<file path="src/design/panel_pkg.sv">
// **********************************************************************
// Shared widths, register map, PWM and debounce constants and types.
// **********************************************************************
package panel_pkg;

    // AXI4-Lite channel fields.
    typedef logic [7:0]  axil_addr_t;
    typedef logic [31:0] axil_data_t;
    typedef logic [3:0]  axil_strb_t;
    typedef logic [1:0]  axil_resp_t;

    // Backlight duty value, 0 to 1000 and beyond.
    typedef logic [9:0] brightness_t;

    typedef logic [10:0] debounce_count_t;

    typedef enum logic {
        STABLE,
        SETTLING
    } debounce_state_t;

    // 50 MHz / 250 / 1000 gives a 200 Hz backlight.
    localparam int PWM_PRESCALE = 250;
    localparam int PWM_MAX      = 1000;

    // About 20 us of stable level before a new button level counts.
    localparam int DEBOUNCE_CYCLES = 1024;

    // Register map.
    localparam axil_addr_t CONTROL_ADDR = 8'h00;
    localparam axil_addr_t STATUS_ADDR  = 8'h04;

    // Control register fields above the brightness.
    localparam int CTRL_ENABLE_BIT = 10;
    localparam int CTRL_ACK_BIT    = 11;

    localparam axil_resp_t RESP_OKAY   = 2'b00;
    localparam axil_resp_t RESP_SLVERR = 2'b10;

endpackage

</file>
<file path="src/design/panel_ctrl_if.sv">
// **********************************************************************
// Control and status signals between the register block and peripherals.
// **********************************************************************
interface panel_ctrl_if;
    import panel_pkg::*;

    brightness_t brightness;
    logic        brightness_enable;
    logic        button_ack;
    // Latched home button level, as seen by the host.
    logic        button_state;

    modport regs (
        output brightness,
        output brightness_enable,
        output button_ack,
        input  button_state
    );

    modport pwm (
        input  brightness,
        input  brightness_enable
    );

    modport button (
        input  button_ack,
        output button_state
    );

endinterface

</file>
<file path="src/design/axil_panel_regs.sv">
// **********************************************************************
// AXI4-Lite slave with the control register and the status readback.
// **********************************************************************
module axil_panel_regs (
    input  logic                  clock_50,
    input  logic                  reset_n,
    // Write address channel.
    input  panel_pkg::axil_addr_t s_axil_awaddr,
    input  logic                  s_axil_awvalid,
    output logic                  s_axil_awready,
    // Write data channel.
    input  panel_pkg::axil_data_t s_axil_wdata,
    input  panel_pkg::axil_strb_t s_axil_wstrb,
    input  logic                  s_axil_wvalid,
    output logic                  s_axil_wready,
    // Write response channel.
    output panel_pkg::axil_resp_t s_axil_bresp,
    output logic                  s_axil_bvalid,
    input  logic                  s_axil_bready,
    // Read address channel.
    input  panel_pkg::axil_addr_t s_axil_araddr,
    input  logic                  s_axil_arvalid,
    output logic                  s_axil_arready,
    // Read data channel.
    output panel_pkg::axil_data_t s_axil_rdata,
    output panel_pkg::axil_resp_t s_axil_rresp,
    output logic                  s_axil_rvalid,
    input  logic                  s_axil_rready,
    panel_ctrl_if.regs            ctrl
);
    import panel_pkg::*;

    brightness_t brightness_q;
    logic        enable_q;
    logic        ack_q;
    axil_data_t  ctrl_word;
    axil_data_t  ctrl_next;
    axil_data_t  status_word;
    logic        write_accept;
    logic        read_accept;
    logic        write_hit;

    // Address and data are taken together, one response in flight.
    assign write_accept   = s_axil_awvalid && s_axil_wvalid && !s_axil_bvalid;
    assign read_accept    = s_axil_arvalid && !s_axil_rvalid;
    assign s_axil_awready = write_accept;
    assign s_axil_wready  = write_accept;
    assign s_axil_arready = read_accept;
    assign write_hit      = (s_axil_awaddr == CONTROL_ADDR);

    // Control register as the host sees it; unused bits read as zero.
    always_comb begin
        ctrl_word = '0;
        ctrl_word[$bits(brightness_t)-1:0] = brightness_q;
        ctrl_word[CTRL_ENABLE_BIT] = enable_q;
        ctrl_word[CTRL_ACK_BIT] = ack_q;
    end

    // Merge strobed bytes over the current value.
    always_comb begin
        ctrl_next = ctrl_word;
        for (int i = 0; i < $bits(axil_strb_t); i++) begin
            if (s_axil_wstrb[i]) begin
                ctrl_next[8*i +: 8] = s_axil_wdata[8*i +: 8];
            end
        end
    end

    assign status_word = axil_data_t'(ctrl.button_state);

    always_ff @(posedge clock_50 or negedge reset_n) begin
        if (!reset_n) begin
            s_axil_bvalid <= 1'b0;
            brightness_q  <= '0;
            enable_q      <= 1'b0;
            ack_q         <= 1'b0;
        end else if (write_accept) begin
            s_axil_bvalid <= 1'b1;
            if (write_hit) begin
                brightness_q <= ctrl_next[$bits(brightness_t)-1:0];
                enable_q     <= ctrl_next[CTRL_ENABLE_BIT];
                ack_q        <= ctrl_next[CTRL_ACK_BIT];
            end
        end else if (s_axil_bready) begin
            s_axil_bvalid <= 1'b0;
        end
    end

    always_ff @(posedge clock_50) begin
        if (write_accept) begin
            s_axil_bresp <= write_hit ? RESP_OKAY : RESP_SLVERR;
        end
    end

    always_ff @(posedge clock_50 or negedge reset_n) begin
        if (!reset_n) begin
            s_axil_rvalid <= 1'b0;
        end else if (read_accept) begin
            s_axil_rvalid <= 1'b1;
        end else if (s_axil_rready) begin
            s_axil_rvalid <= 1'b0;
        end
    end

    // Read data is captured at acceptance and held until rready.
    always_ff @(posedge clock_50) begin
        if (read_accept) begin
            case (s_axil_araddr)
                CONTROL_ADDR: begin
                    s_axil_rdata <= ctrl_word;
                    s_axil_rresp <= RESP_OKAY;
                end
                STATUS_ADDR: begin
                    s_axil_rdata <= status_word;
                    s_axil_rresp <= RESP_OKAY;
                end
                default: begin
                    s_axil_rdata <= '0;
                    s_axil_rresp <= RESP_SLVERR;
                end
            endcase
        end
    end

    assign ctrl.brightness        = brightness_q;
    assign ctrl.brightness_enable = enable_q;
    assign ctrl.button_ack        = ack_q;

endmodule

</file>
<file path="src/design/backlight_pwm.sv">
// **********************************************************************
// Backlight prescaler, duty counter and registered PWM output.
// **********************************************************************
module backlight_pwm (
    input  logic       clock_50,
    input  logic       reset_n,
    panel_ctrl_if.pwm  ctrl,
    output logic       backlight
);
    import panel_pkg::*;

    typedef logic [$clog2(PWM_PRESCALE)-1:0] prescale_count_t;

    prescale_count_t prescale_count;
    logic            step_tick;
    brightness_t     duty_count;
    brightness_t     effective;

    // One step pulse every PWM_PRESCALE clocks.
    assign step_tick = (prescale_count == prescale_count_t'(PWM_PRESCALE - 1));

    always_ff @(posedge clock_50 or negedge reset_n) begin
        if (!reset_n) begin
            prescale_count <= '0;
        end else if (step_tick) begin
            prescale_count <= '0;
        end else begin
            prescale_count <= prescale_count + 1'b1;
        end
    end

    // Duty position within the period, 0 to PWM_MAX-1.
    always_ff @(posedge clock_50 or negedge reset_n) begin
        if (!reset_n) begin
            duty_count <= '0;
        end else if (step_tick) begin
            if (duty_count == brightness_t'(PWM_MAX - 1)) begin
                duty_count <= '0;
            end else begin
                duty_count <= duty_count + 1'b1;
            end
        end
    end

    // Enable clear means full brightness, the power-on default.
    assign effective = ctrl.brightness_enable ? ctrl.brightness : brightness_t'(PWM_MAX);

    // Zero stays dark, PWM_MAX or more stays lit.
    always_ff @(posedge clock_50 or negedge reset_n) begin
        if (!reset_n) begin
            backlight <= 1'b1;
        end else begin
            backlight <= (duty_count < effective);
        end
    end

endmodule

</file>
<file path="src/design/home_button.sv">
// **********************************************************************
// Home button synchronizer, debouncer and host-acknowledged latch.
// **********************************************************************
module home_button (
    input  logic          clock_50,
    input  logic          reset_n,
    input  logic          home_button_pin,
    panel_ctrl_if.button  ctrl
);
    import panel_pkg::*;

    logic            sync_0;
    logic            sync_1;
    logic            debounced;
    logic            state_q;
    debounce_state_t db_state;
    debounce_count_t db_count;

    // Button pulls the pin low when pressed.
    always_ff @(posedge clock_50 or negedge reset_n) begin
        if (!reset_n) begin
            sync_0 <= 1'b0;
            sync_1 <= 1'b0;
        end else begin
            sync_0 <= ~home_button_pin;
            sync_1 <= sync_0;
        end
    end

    // New level is taken after DEBOUNCE_CYCLES differing clocks in a row.
    always_ff @(posedge clock_50 or negedge reset_n) begin
        if (!reset_n) begin
            db_state  <= STABLE;
            db_count  <= '0;
            debounced <= 1'b0;
        end else begin
            case (db_state)
                STABLE: begin
                    if (sync_1 != debounced) begin
                        db_state <= SETTLING;
                        db_count <= debounce_count_t'(1);
                    end
                end
                SETTLING: begin
                    if (sync_1 == debounced) begin
                        // Glitch, back to the old level.
                        db_state <= STABLE;
                    end else if (db_count == debounce_count_t'(DEBOUNCE_CYCLES - 1)) begin
                        db_state  <= STABLE;
                        debounced <= sync_1;
                    end else begin
                        db_count <= db_count + 1'b1;
                    end
                end
                default: db_state <= STABLE;
            endcase
        end
    end

    // Hold until the host acknowledges the current state.
    always_ff @(posedge clock_50 or negedge reset_n) begin
        if (!reset_n) begin
            state_q <= 1'b0;
        end else if (state_q == ctrl.button_ack) begin
            state_q <= debounced;
        end
    end

    assign ctrl.button_state = state_q;

endmodule

</file>
<file path="src/design/panel_top.sv">
// **********************************************************************
// Panel top level with the AXI4-Lite slave, backlight and home button.
// **********************************************************************
module panel_top (
    input  logic                  clock_50,
    input  logic                  reset_n,
    // AXI4-Lite slave.
    input  panel_pkg::axil_addr_t s_axil_awaddr,
    input  logic                  s_axil_awvalid,
    output logic                  s_axil_awready,
    input  panel_pkg::axil_data_t s_axil_wdata,
    input  panel_pkg::axil_strb_t s_axil_wstrb,
    input  logic                  s_axil_wvalid,
    output logic                  s_axil_wready,
    output panel_pkg::axil_resp_t s_axil_bresp,
    output logic                  s_axil_bvalid,
    input  logic                  s_axil_bready,
    input  panel_pkg::axil_addr_t s_axil_araddr,
    input  logic                  s_axil_arvalid,
    output logic                  s_axil_arready,
    output panel_pkg::axil_data_t s_axil_rdata,
    output panel_pkg::axil_resp_t s_axil_rresp,
    output logic                  s_axil_rvalid,
    input  logic                  s_axil_rready,
    // Board pins.
    input  logic                  home_button_pin,
    output logic                  backlight
);

    panel_ctrl_if ctrl_bus ();

    axil_panel_regs u_regs (
        .clock_50       (clock_50),
        .reset_n        (reset_n),
        .s_axil_awaddr  (s_axil_awaddr),
        .s_axil_awvalid (s_axil_awvalid),
        .s_axil_awready (s_axil_awready),
        .s_axil_wdata   (s_axil_wdata),
        .s_axil_wstrb   (s_axil_wstrb),
        .s_axil_wvalid  (s_axil_wvalid),
        .s_axil_wready  (s_axil_wready),
        .s_axil_bresp   (s_axil_bresp),
        .s_axil_bvalid  (s_axil_bvalid),
        .s_axil_bready  (s_axil_bready),
        .s_axil_araddr  (s_axil_araddr),
        .s_axil_arvalid (s_axil_arvalid),
        .s_axil_arready (s_axil_arready),
        .s_axil_rdata   (s_axil_rdata),
        .s_axil_rresp   (s_axil_rresp),
        .s_axil_rvalid  (s_axil_rvalid),
        .s_axil_rready  (s_axil_rready),
        .ctrl           (ctrl_bus.regs)
    );

    // 200 Hz backlight PWM.
    backlight_pwm u_pwm (
        .clock_50  (clock_50),
        .reset_n   (reset_n),
        .ctrl      (ctrl_bus.pwm),
        .backlight (backlight)
    );

    home_button u_button (
        .clock_50        (clock_50),
        .reset_n         (reset_n),
        .home_button_pin (home_button_pin),
        .ctrl            (ctrl_bus.button)
    );

endmodule

</file>
<file path="config.mk">
export PLATFORM = sky130hd
export DESIGN_NAME = panel_top
export DESIGN_NICKNAME = d
export VERILOG_FILES = /design/src/design/panel_pkg.sv /design/src/design/panel_ctrl_if.sv /design/src/design/axil_panel_regs.sv /design/src/design/backlight_pwm.sv /design/src/design/home_button.sv /design/src/design/panel_top.sv
export SDC_FILE = /design/constraint.sdc
export NUM_CORES = 1
export LEC_CHECK = 0
export ABC_AREA = 1
export ABC_CLOCK_PERIOD_IN_PS = 4090
export BUFFER_PORTS_ARGS = -buffer_cell sky130_fd_sc_hd__buf_2
export CAP_MARGIN = 10
export CORE_MARGIN = 2
export CORE_UTILIZATION = 45
export DETAILED_ROUTE_END_ITERATION = 16
export PLACE_DENSITY = 0.71
export REMOVE_ABC_BUFFERS = 1
export SLEW_MARGIN = 5
export SYNTH_ARGS = -nofsm -noshare
export SYNTH_HDL_FRONTEND = slang
export SYNTH_SLANG_ARGS = --single-unit
</file>
<file path="constraint.sdc">
create_clock -name clock_50 -period 4.09 [get_ports clock_50]
set_input_delay 0.2045 -clock clock_50 [delete_from_list [all_inputs] [get_ports clock_50]]
set_output_delay 0.2045 -clock clock_50 [all_outputs]
set_load 0.1 [all_outputs]
</file>
Yosys cells after proc, flatten, opt, wreduce, memory -nomap -nowiden:

Cells that the tools add are included.

* flip-flop bits (word level): 85
* latch bits: 0
* RAM bits: 0
* memory bits (read-only): 0
* bits of input ports: 60
* logic and storage cells: 67
* memories: 0

* add/sub/neg operators: 3
* $mul: 0
* div/mod/pow operators: 0
* magnitude comparators: 1
* equal/unequal tests: 10
* shift-type cells: 0
* muxes and demuxes: 18
* bitwise operators: 3
* reduce and logical (&&, ||, !) cells: 14

Operator list (number)
* $mux 11: 3
* $pmux 12 s2: 1
* $pmux 11 s2: 1
* $mux 10: 2
* $logic_not 8->1: 2
* $reduce_and 3->1: 4
* $add 11x1->11 const B: 1
* $eq 11x10->1 const B: 1
* $add 10x1->10 const B: 1
* $eq 10x10->1 const B: 1
* $lt 10x10->1: 1
* $add 8x1->8 const B: 1
* $eq 8x3->1 const B: 1
* $eq 8x8->1 const B: 1
* $mux 8: 1
* $mux 1: 7
* $mux 2: 2
* $ne 2x2->1 const B: 2
* $reduce_bool 2->1: 2
* $logic_and 1x1->1: 3
* $not 1->1: 3
* $eq 1x1->1: 2
* $logic_not 1->1: 2
* $ne 2x1->1 const B: 1
* 3 further kinds: 3

Longest topological paths before layout:

* depth in word-level cells: 4
* depth in mapped cells: 8
* mapped depth without buffers: 8

Modules after synthesis:

Synthesis repeated with hierarchy kept, for this count alone.

* cells, all modules: 409
* area total of the unflattened synthesis: 3488.3 µm²

By module, submodules not included
* axil_panel_regs: times used 1, cells each 139, area each 1390.1 µm²
* backlight_pwm: times used 1, cells each 160, area each 1236.2 µm²
* home_button: times used 1, cells each 110, area each 862.1 µm²

Least setup slack after synthesis:

No wires, ideal clock.

* kind: flip-flop to output port
* from: reg u_regs.s_axil_bvalid
* to: out s_axil_wready
* data arrival time: 2109 ps
* required time: 3885 ps
* path slack: 1777 ps
* stages on the path, launching flop included: 5
* buffers on the path: 1
* path through: dfrtp_1 inv_1 nand3_1 inv_1 buf_4

* longest elaborated chain between the ends: 2

Ends and longest elaborated chain
* start, declared: RTL line axil_panel_regs.sv:18 `output logic s_axil_bvalid,`
* start signal, assigned: RTL line axil_panel_regs.sv:73 `s_axil_bvalid <= 1'b0;`
* start signal, assigned: RTL line axil_panel_regs.sv:78 `s_axil_bvalid <= 1'b1;`
* start signal, assigned: RTL line axil_panel_regs.sv:85 `s_axil_bvalid <= 1'b0;`
* $logic_not 1->1: RTL line axil_panel_regs.sv:44 `assign write_accept = s_axil_awvalid && s_axil_wvalid && !s_axil_bvalid;`
* $logic_and 1x1->1: RTL line axil_panel_regs.sv:44
* end, declared: RTL line panel_top.sv:14 `output logic s_axil_wready,`

No other way between the ends.

Final worst setup path:

* from: reg u_pwm.prescale_count[1]
* to: reg u_pwm.prescale_count[3]

* longest elaborated chain between the ends: 2
* elaborated cells between the ends (all ways): 3

Ends and longest elaborated chain
* start, declared: RTL line backlight_pwm.sv:14 `prescale_count_t prescale_count;`
* start signal, assigned: RTL line backlight_pwm.sv:28 `prescale_count <= prescale_count + 1'b1;`
* $add 8x1->8 or $eq 8x8->1 (tied branches): RTL line backlight_pwm.sv:28, backlight_pwm.sv:20
* $mux 8 (*): RTL line backlight_pwm.sv:25 `end else if (step_tick) begin`

Every way passes the cells marked *; elsewhere a longest branch is shown, timed or not.
A chain may end at the register's enable or synchronous reset.

==> results.yml <==
sta:
  fin_crit_sh_pct: 48.1
  final.setup.tns_ns: 0
  drv_slew: 0
  final_period_minus_worst_setup_slack_ns: 1.97
  timing.slew.headroom_pct: 45.0
  setup_repair_after_global_routing_missed_its_margin: "no"
  maxClockFrequency_mhz: 509
  finalSetupViolations: 0
  final_hold_viol_count: 0
  max_slew.worst_pin.slew_ns: 0.824
  finalWorstSetupSlack_ns: 2.12
  finalClockSkew_ns: 0.00599
place:
  pre_cts_slack_ns: 2.14
  finalWeightedCongestion: 0.892
  detail_placement_hpwl_um: 4850
  port_buffers: 57
power:
  p_leak_uw: 0.00202
  worst_ir_drop_vdd_mv: 0.174
  p_per_area_mw_per_mm2: 382
  design_power_total_uw: 1540
critical_path:
  data_arrival_at_the_endpoint_of_the_critical_path_ns: 2.19
  worst-path-max-fanout: 22
  timing.critical_path.from_type: "flop"
  worstPathRequired_ns: 4.31
  path_class: "reg -> reg"
  worstSetupEndpointType: "flop"
  reg2reg_setup_slack_ns: 2.12
grt:
  grtUsageTotal_pct: 16.5
  grt_pass1_vias: 2606
  grt_antenna_before_repair: 0
  gr-total-overflow: 0
  pin_count_of_the_biggest_net_entering_global_routing: 50
  grt_pass1_wl_um: 11200
job:
  drv.max_cap_violation_count: 0
die:
  design.die.area_mm2: 0.00850
  initial_cell_density_of_the_core_pct: 45.8
  core-area_mm2: 0.00765
  ios: 102
  cell_rows: 32
  fp.dieH_um: 92.2
  die_w_um: 92.2
clock_network:
  htree_levels: 3
  ctsRootBufferMaster: "clkbuf_8"
  cts-buffers-inserted: 9
  cts_tree: "done"
  post_cts_resize_count: 0
  clkTransAtPathRegs_ns: 0.07
  clk-insertion-delay-late_ns: 0.34
  clock_tree.buffer_depth: 2
  clock_sink_count: 63
worst_hold_path:
  holdCritPathClass: "in -> reg"
cells_and_area:
  layout-drive-gt1-share_pct: 19.4
  fillCellCount: 711
  final_cell_mix: "nand2_1, buf_2, inv_1"
  most_common_cell_after_layout_fill_and_taps_aside: "nand2_1"
  number_of_diodes: 0
  num-nets-final: 563
  areaGrowthSynthToFinish_pct: 14.9
logic_synthesis:
  synth_seq_area_share_pct: 47.1
  synth_cells: 427
  ys_types: 36
  synth-seq-cells: 63
  synthesized_area_mm2: 0.00350
  synth-warning-count: 0
  post_synthesis_mean_instance_area_um2: 8.20
run_status:
  run_status: "finished clean"
route:
  route.antenna.remaining_nets: 0
  route.vias.total: 2832
  drt_wl_total_um: 6530
  drt-initial-drc-count: 74
  drc: 0
  route.detailed.vias_per_inst: 4.74
  drt_pre_antenna_iters: 4
  wl_per_cell_um: 10.9
[critical path, stage by stage, from the launching register on]
cell and delay (ns):
dfrtp_1 0.40, inv_1 0.06, ha_1 0.14, nand3_1 0.09, nor2_2 0.66, inv_1 0.30, o21ai_0 0.16, a21oi_1 0.06
[final timing paths]
path / from / end / cells past startpoint
max reg2reg: u_pwm.prescale_count[1] / u_pwm.prescale_count[3] / 7
max: u_pwm.prescale_count[1] / u_pwm.prescale_count[3] / 7
min in group asynchronous: reset_n / u_pwm.prescale_count[5] / 2
min reg2reg: u_button.sync_0 / u_button.sync_1 / 0
min: home_button_pin / u_button.sync_0 / 2
max in group asynchronous: reset_n / u_pwm.backlight / 3
[timing repair]
action / in CTS / in global routing
hold buffers: 0 / 1
setup buffers: 0 / 0
endpoints found under the setup margin: 0 / 0
hold endpoints to repair: 0 / 19
[synth_stat cells]
library cell	count	area (um^2)
ha_1	13	163
o21ai_2	3	26.3
nor2_2	3	18.8
clkbuf_1	1	3.75
buf_4	24	180
o21ai_0	13	65.1
nand2_1	101	379
dfstp_2	1	26.3
nor3_1	4	20.0
nand3b_1	1	7.51
a21oi_1	10	50.1
nor2_1	53	199
dfrtp_1	48	1200
nor2_8	1	20.0
nand2_4	1	11.3
edfxtp_1	14	420
xor2_2	1	16.3
nand3_2	1	10.0
xnor2_1	1	8.76
o211ai_1	1	7.51
buf_2	2	10.0
nand3_4	1	17.5
nand4_1	6	37.5
xor2_1	3	26.3
nor2_4	1	11.3
nand2_2	9	56.3
o21bai_1	2	15.0
inv_2	2	7.51
buf_12	1	20.0
maj3_1	1	10.0
nand3_1	42	210
conb_1	1	3.75
o21a_1	1	7.51
o21ai_1	5	25.0
inv_1	54	203
or2_2	1	6.26
[logic make-up after synthesis]
group,after synthesis,synth area share (%)
buffers and inverters,84,12.1
other,1,0.107
and+or+nand+nor,225,28.7
AOI/OAI and AO/OA,35,5.61
DFF,63,47.1
xor gates and xnor gates,5,1.47
adders and majority gates,14,4.93
[report_power, final]
| part | switching (uW) | internal, uW | total, uW |
|---|---|---|---|
| Sequential | 13.7 | 664 | 678 |
| Clock | 236 | 357 | 593 |
| Combinational | 228 | 38.1 | 267 |
[area by class of cell]
cell class | count | area (um^2) | share of cell area [%]
tap | 102 | 128 | 3.17
timing repair buffer | 59 | 315 | 7.84
inverter | 56 | 210 | 5.23
sequential | 63 | 1650 | 41.0
clock inverter | 4 | 68.8 | 1.71
multi-input combinational | 301 | 1510 | 37.5
clock buffer | 12 | 145 | 3.61
[flip-flops by register name (all words and copies together) (netlist names)]
register	cells
u_regs.s_axil_bresp	1
u_button.ctrl.button_state	1
u_regs.ctrl.brightness	10
u_pwm.duty_count	10
u_button.db_count	11
u_button.sync_1	1
u_regs.s_axil_rresp	1
u_regs.ctrl.brightness_enable	1
u_pwm.backlight	1
u_button.db_state	1
u_regs.s_axil_rdata	12
u_button.sync_0	1
u_regs.s_axil_rvalid	1
u_regs.ctrl.button_ack	1
u_regs.s_axil_bvalid	1
u_button.debounced	1
u_pwm.prescale_count	8
[through the flow]
stage	cell area [um^2]	util (%)	cells	hold WS [ns]
global route	4020	52.6	597	0.0122
CTS	3990	52.2	595	0.00910
global placement	3780	49.4	579	0.336
finish	4020	52.6	597	0.0178
floorplan	3370	-	420	-0.0911
detailed placement	3780	49.4	579	0.342
[routing by layer]
metal / up-vias / wire length, um / track usage (%)
met5: - / 0 / 0
met3: 8 / 344 / 3.70
li1: 1443 / - / -
met4: 0 / 87 / 7.46
met2: 79 / 3180 / 28.1
met1: 1302 / 2920 / 20.0
(Power assumes the default switching activity.)
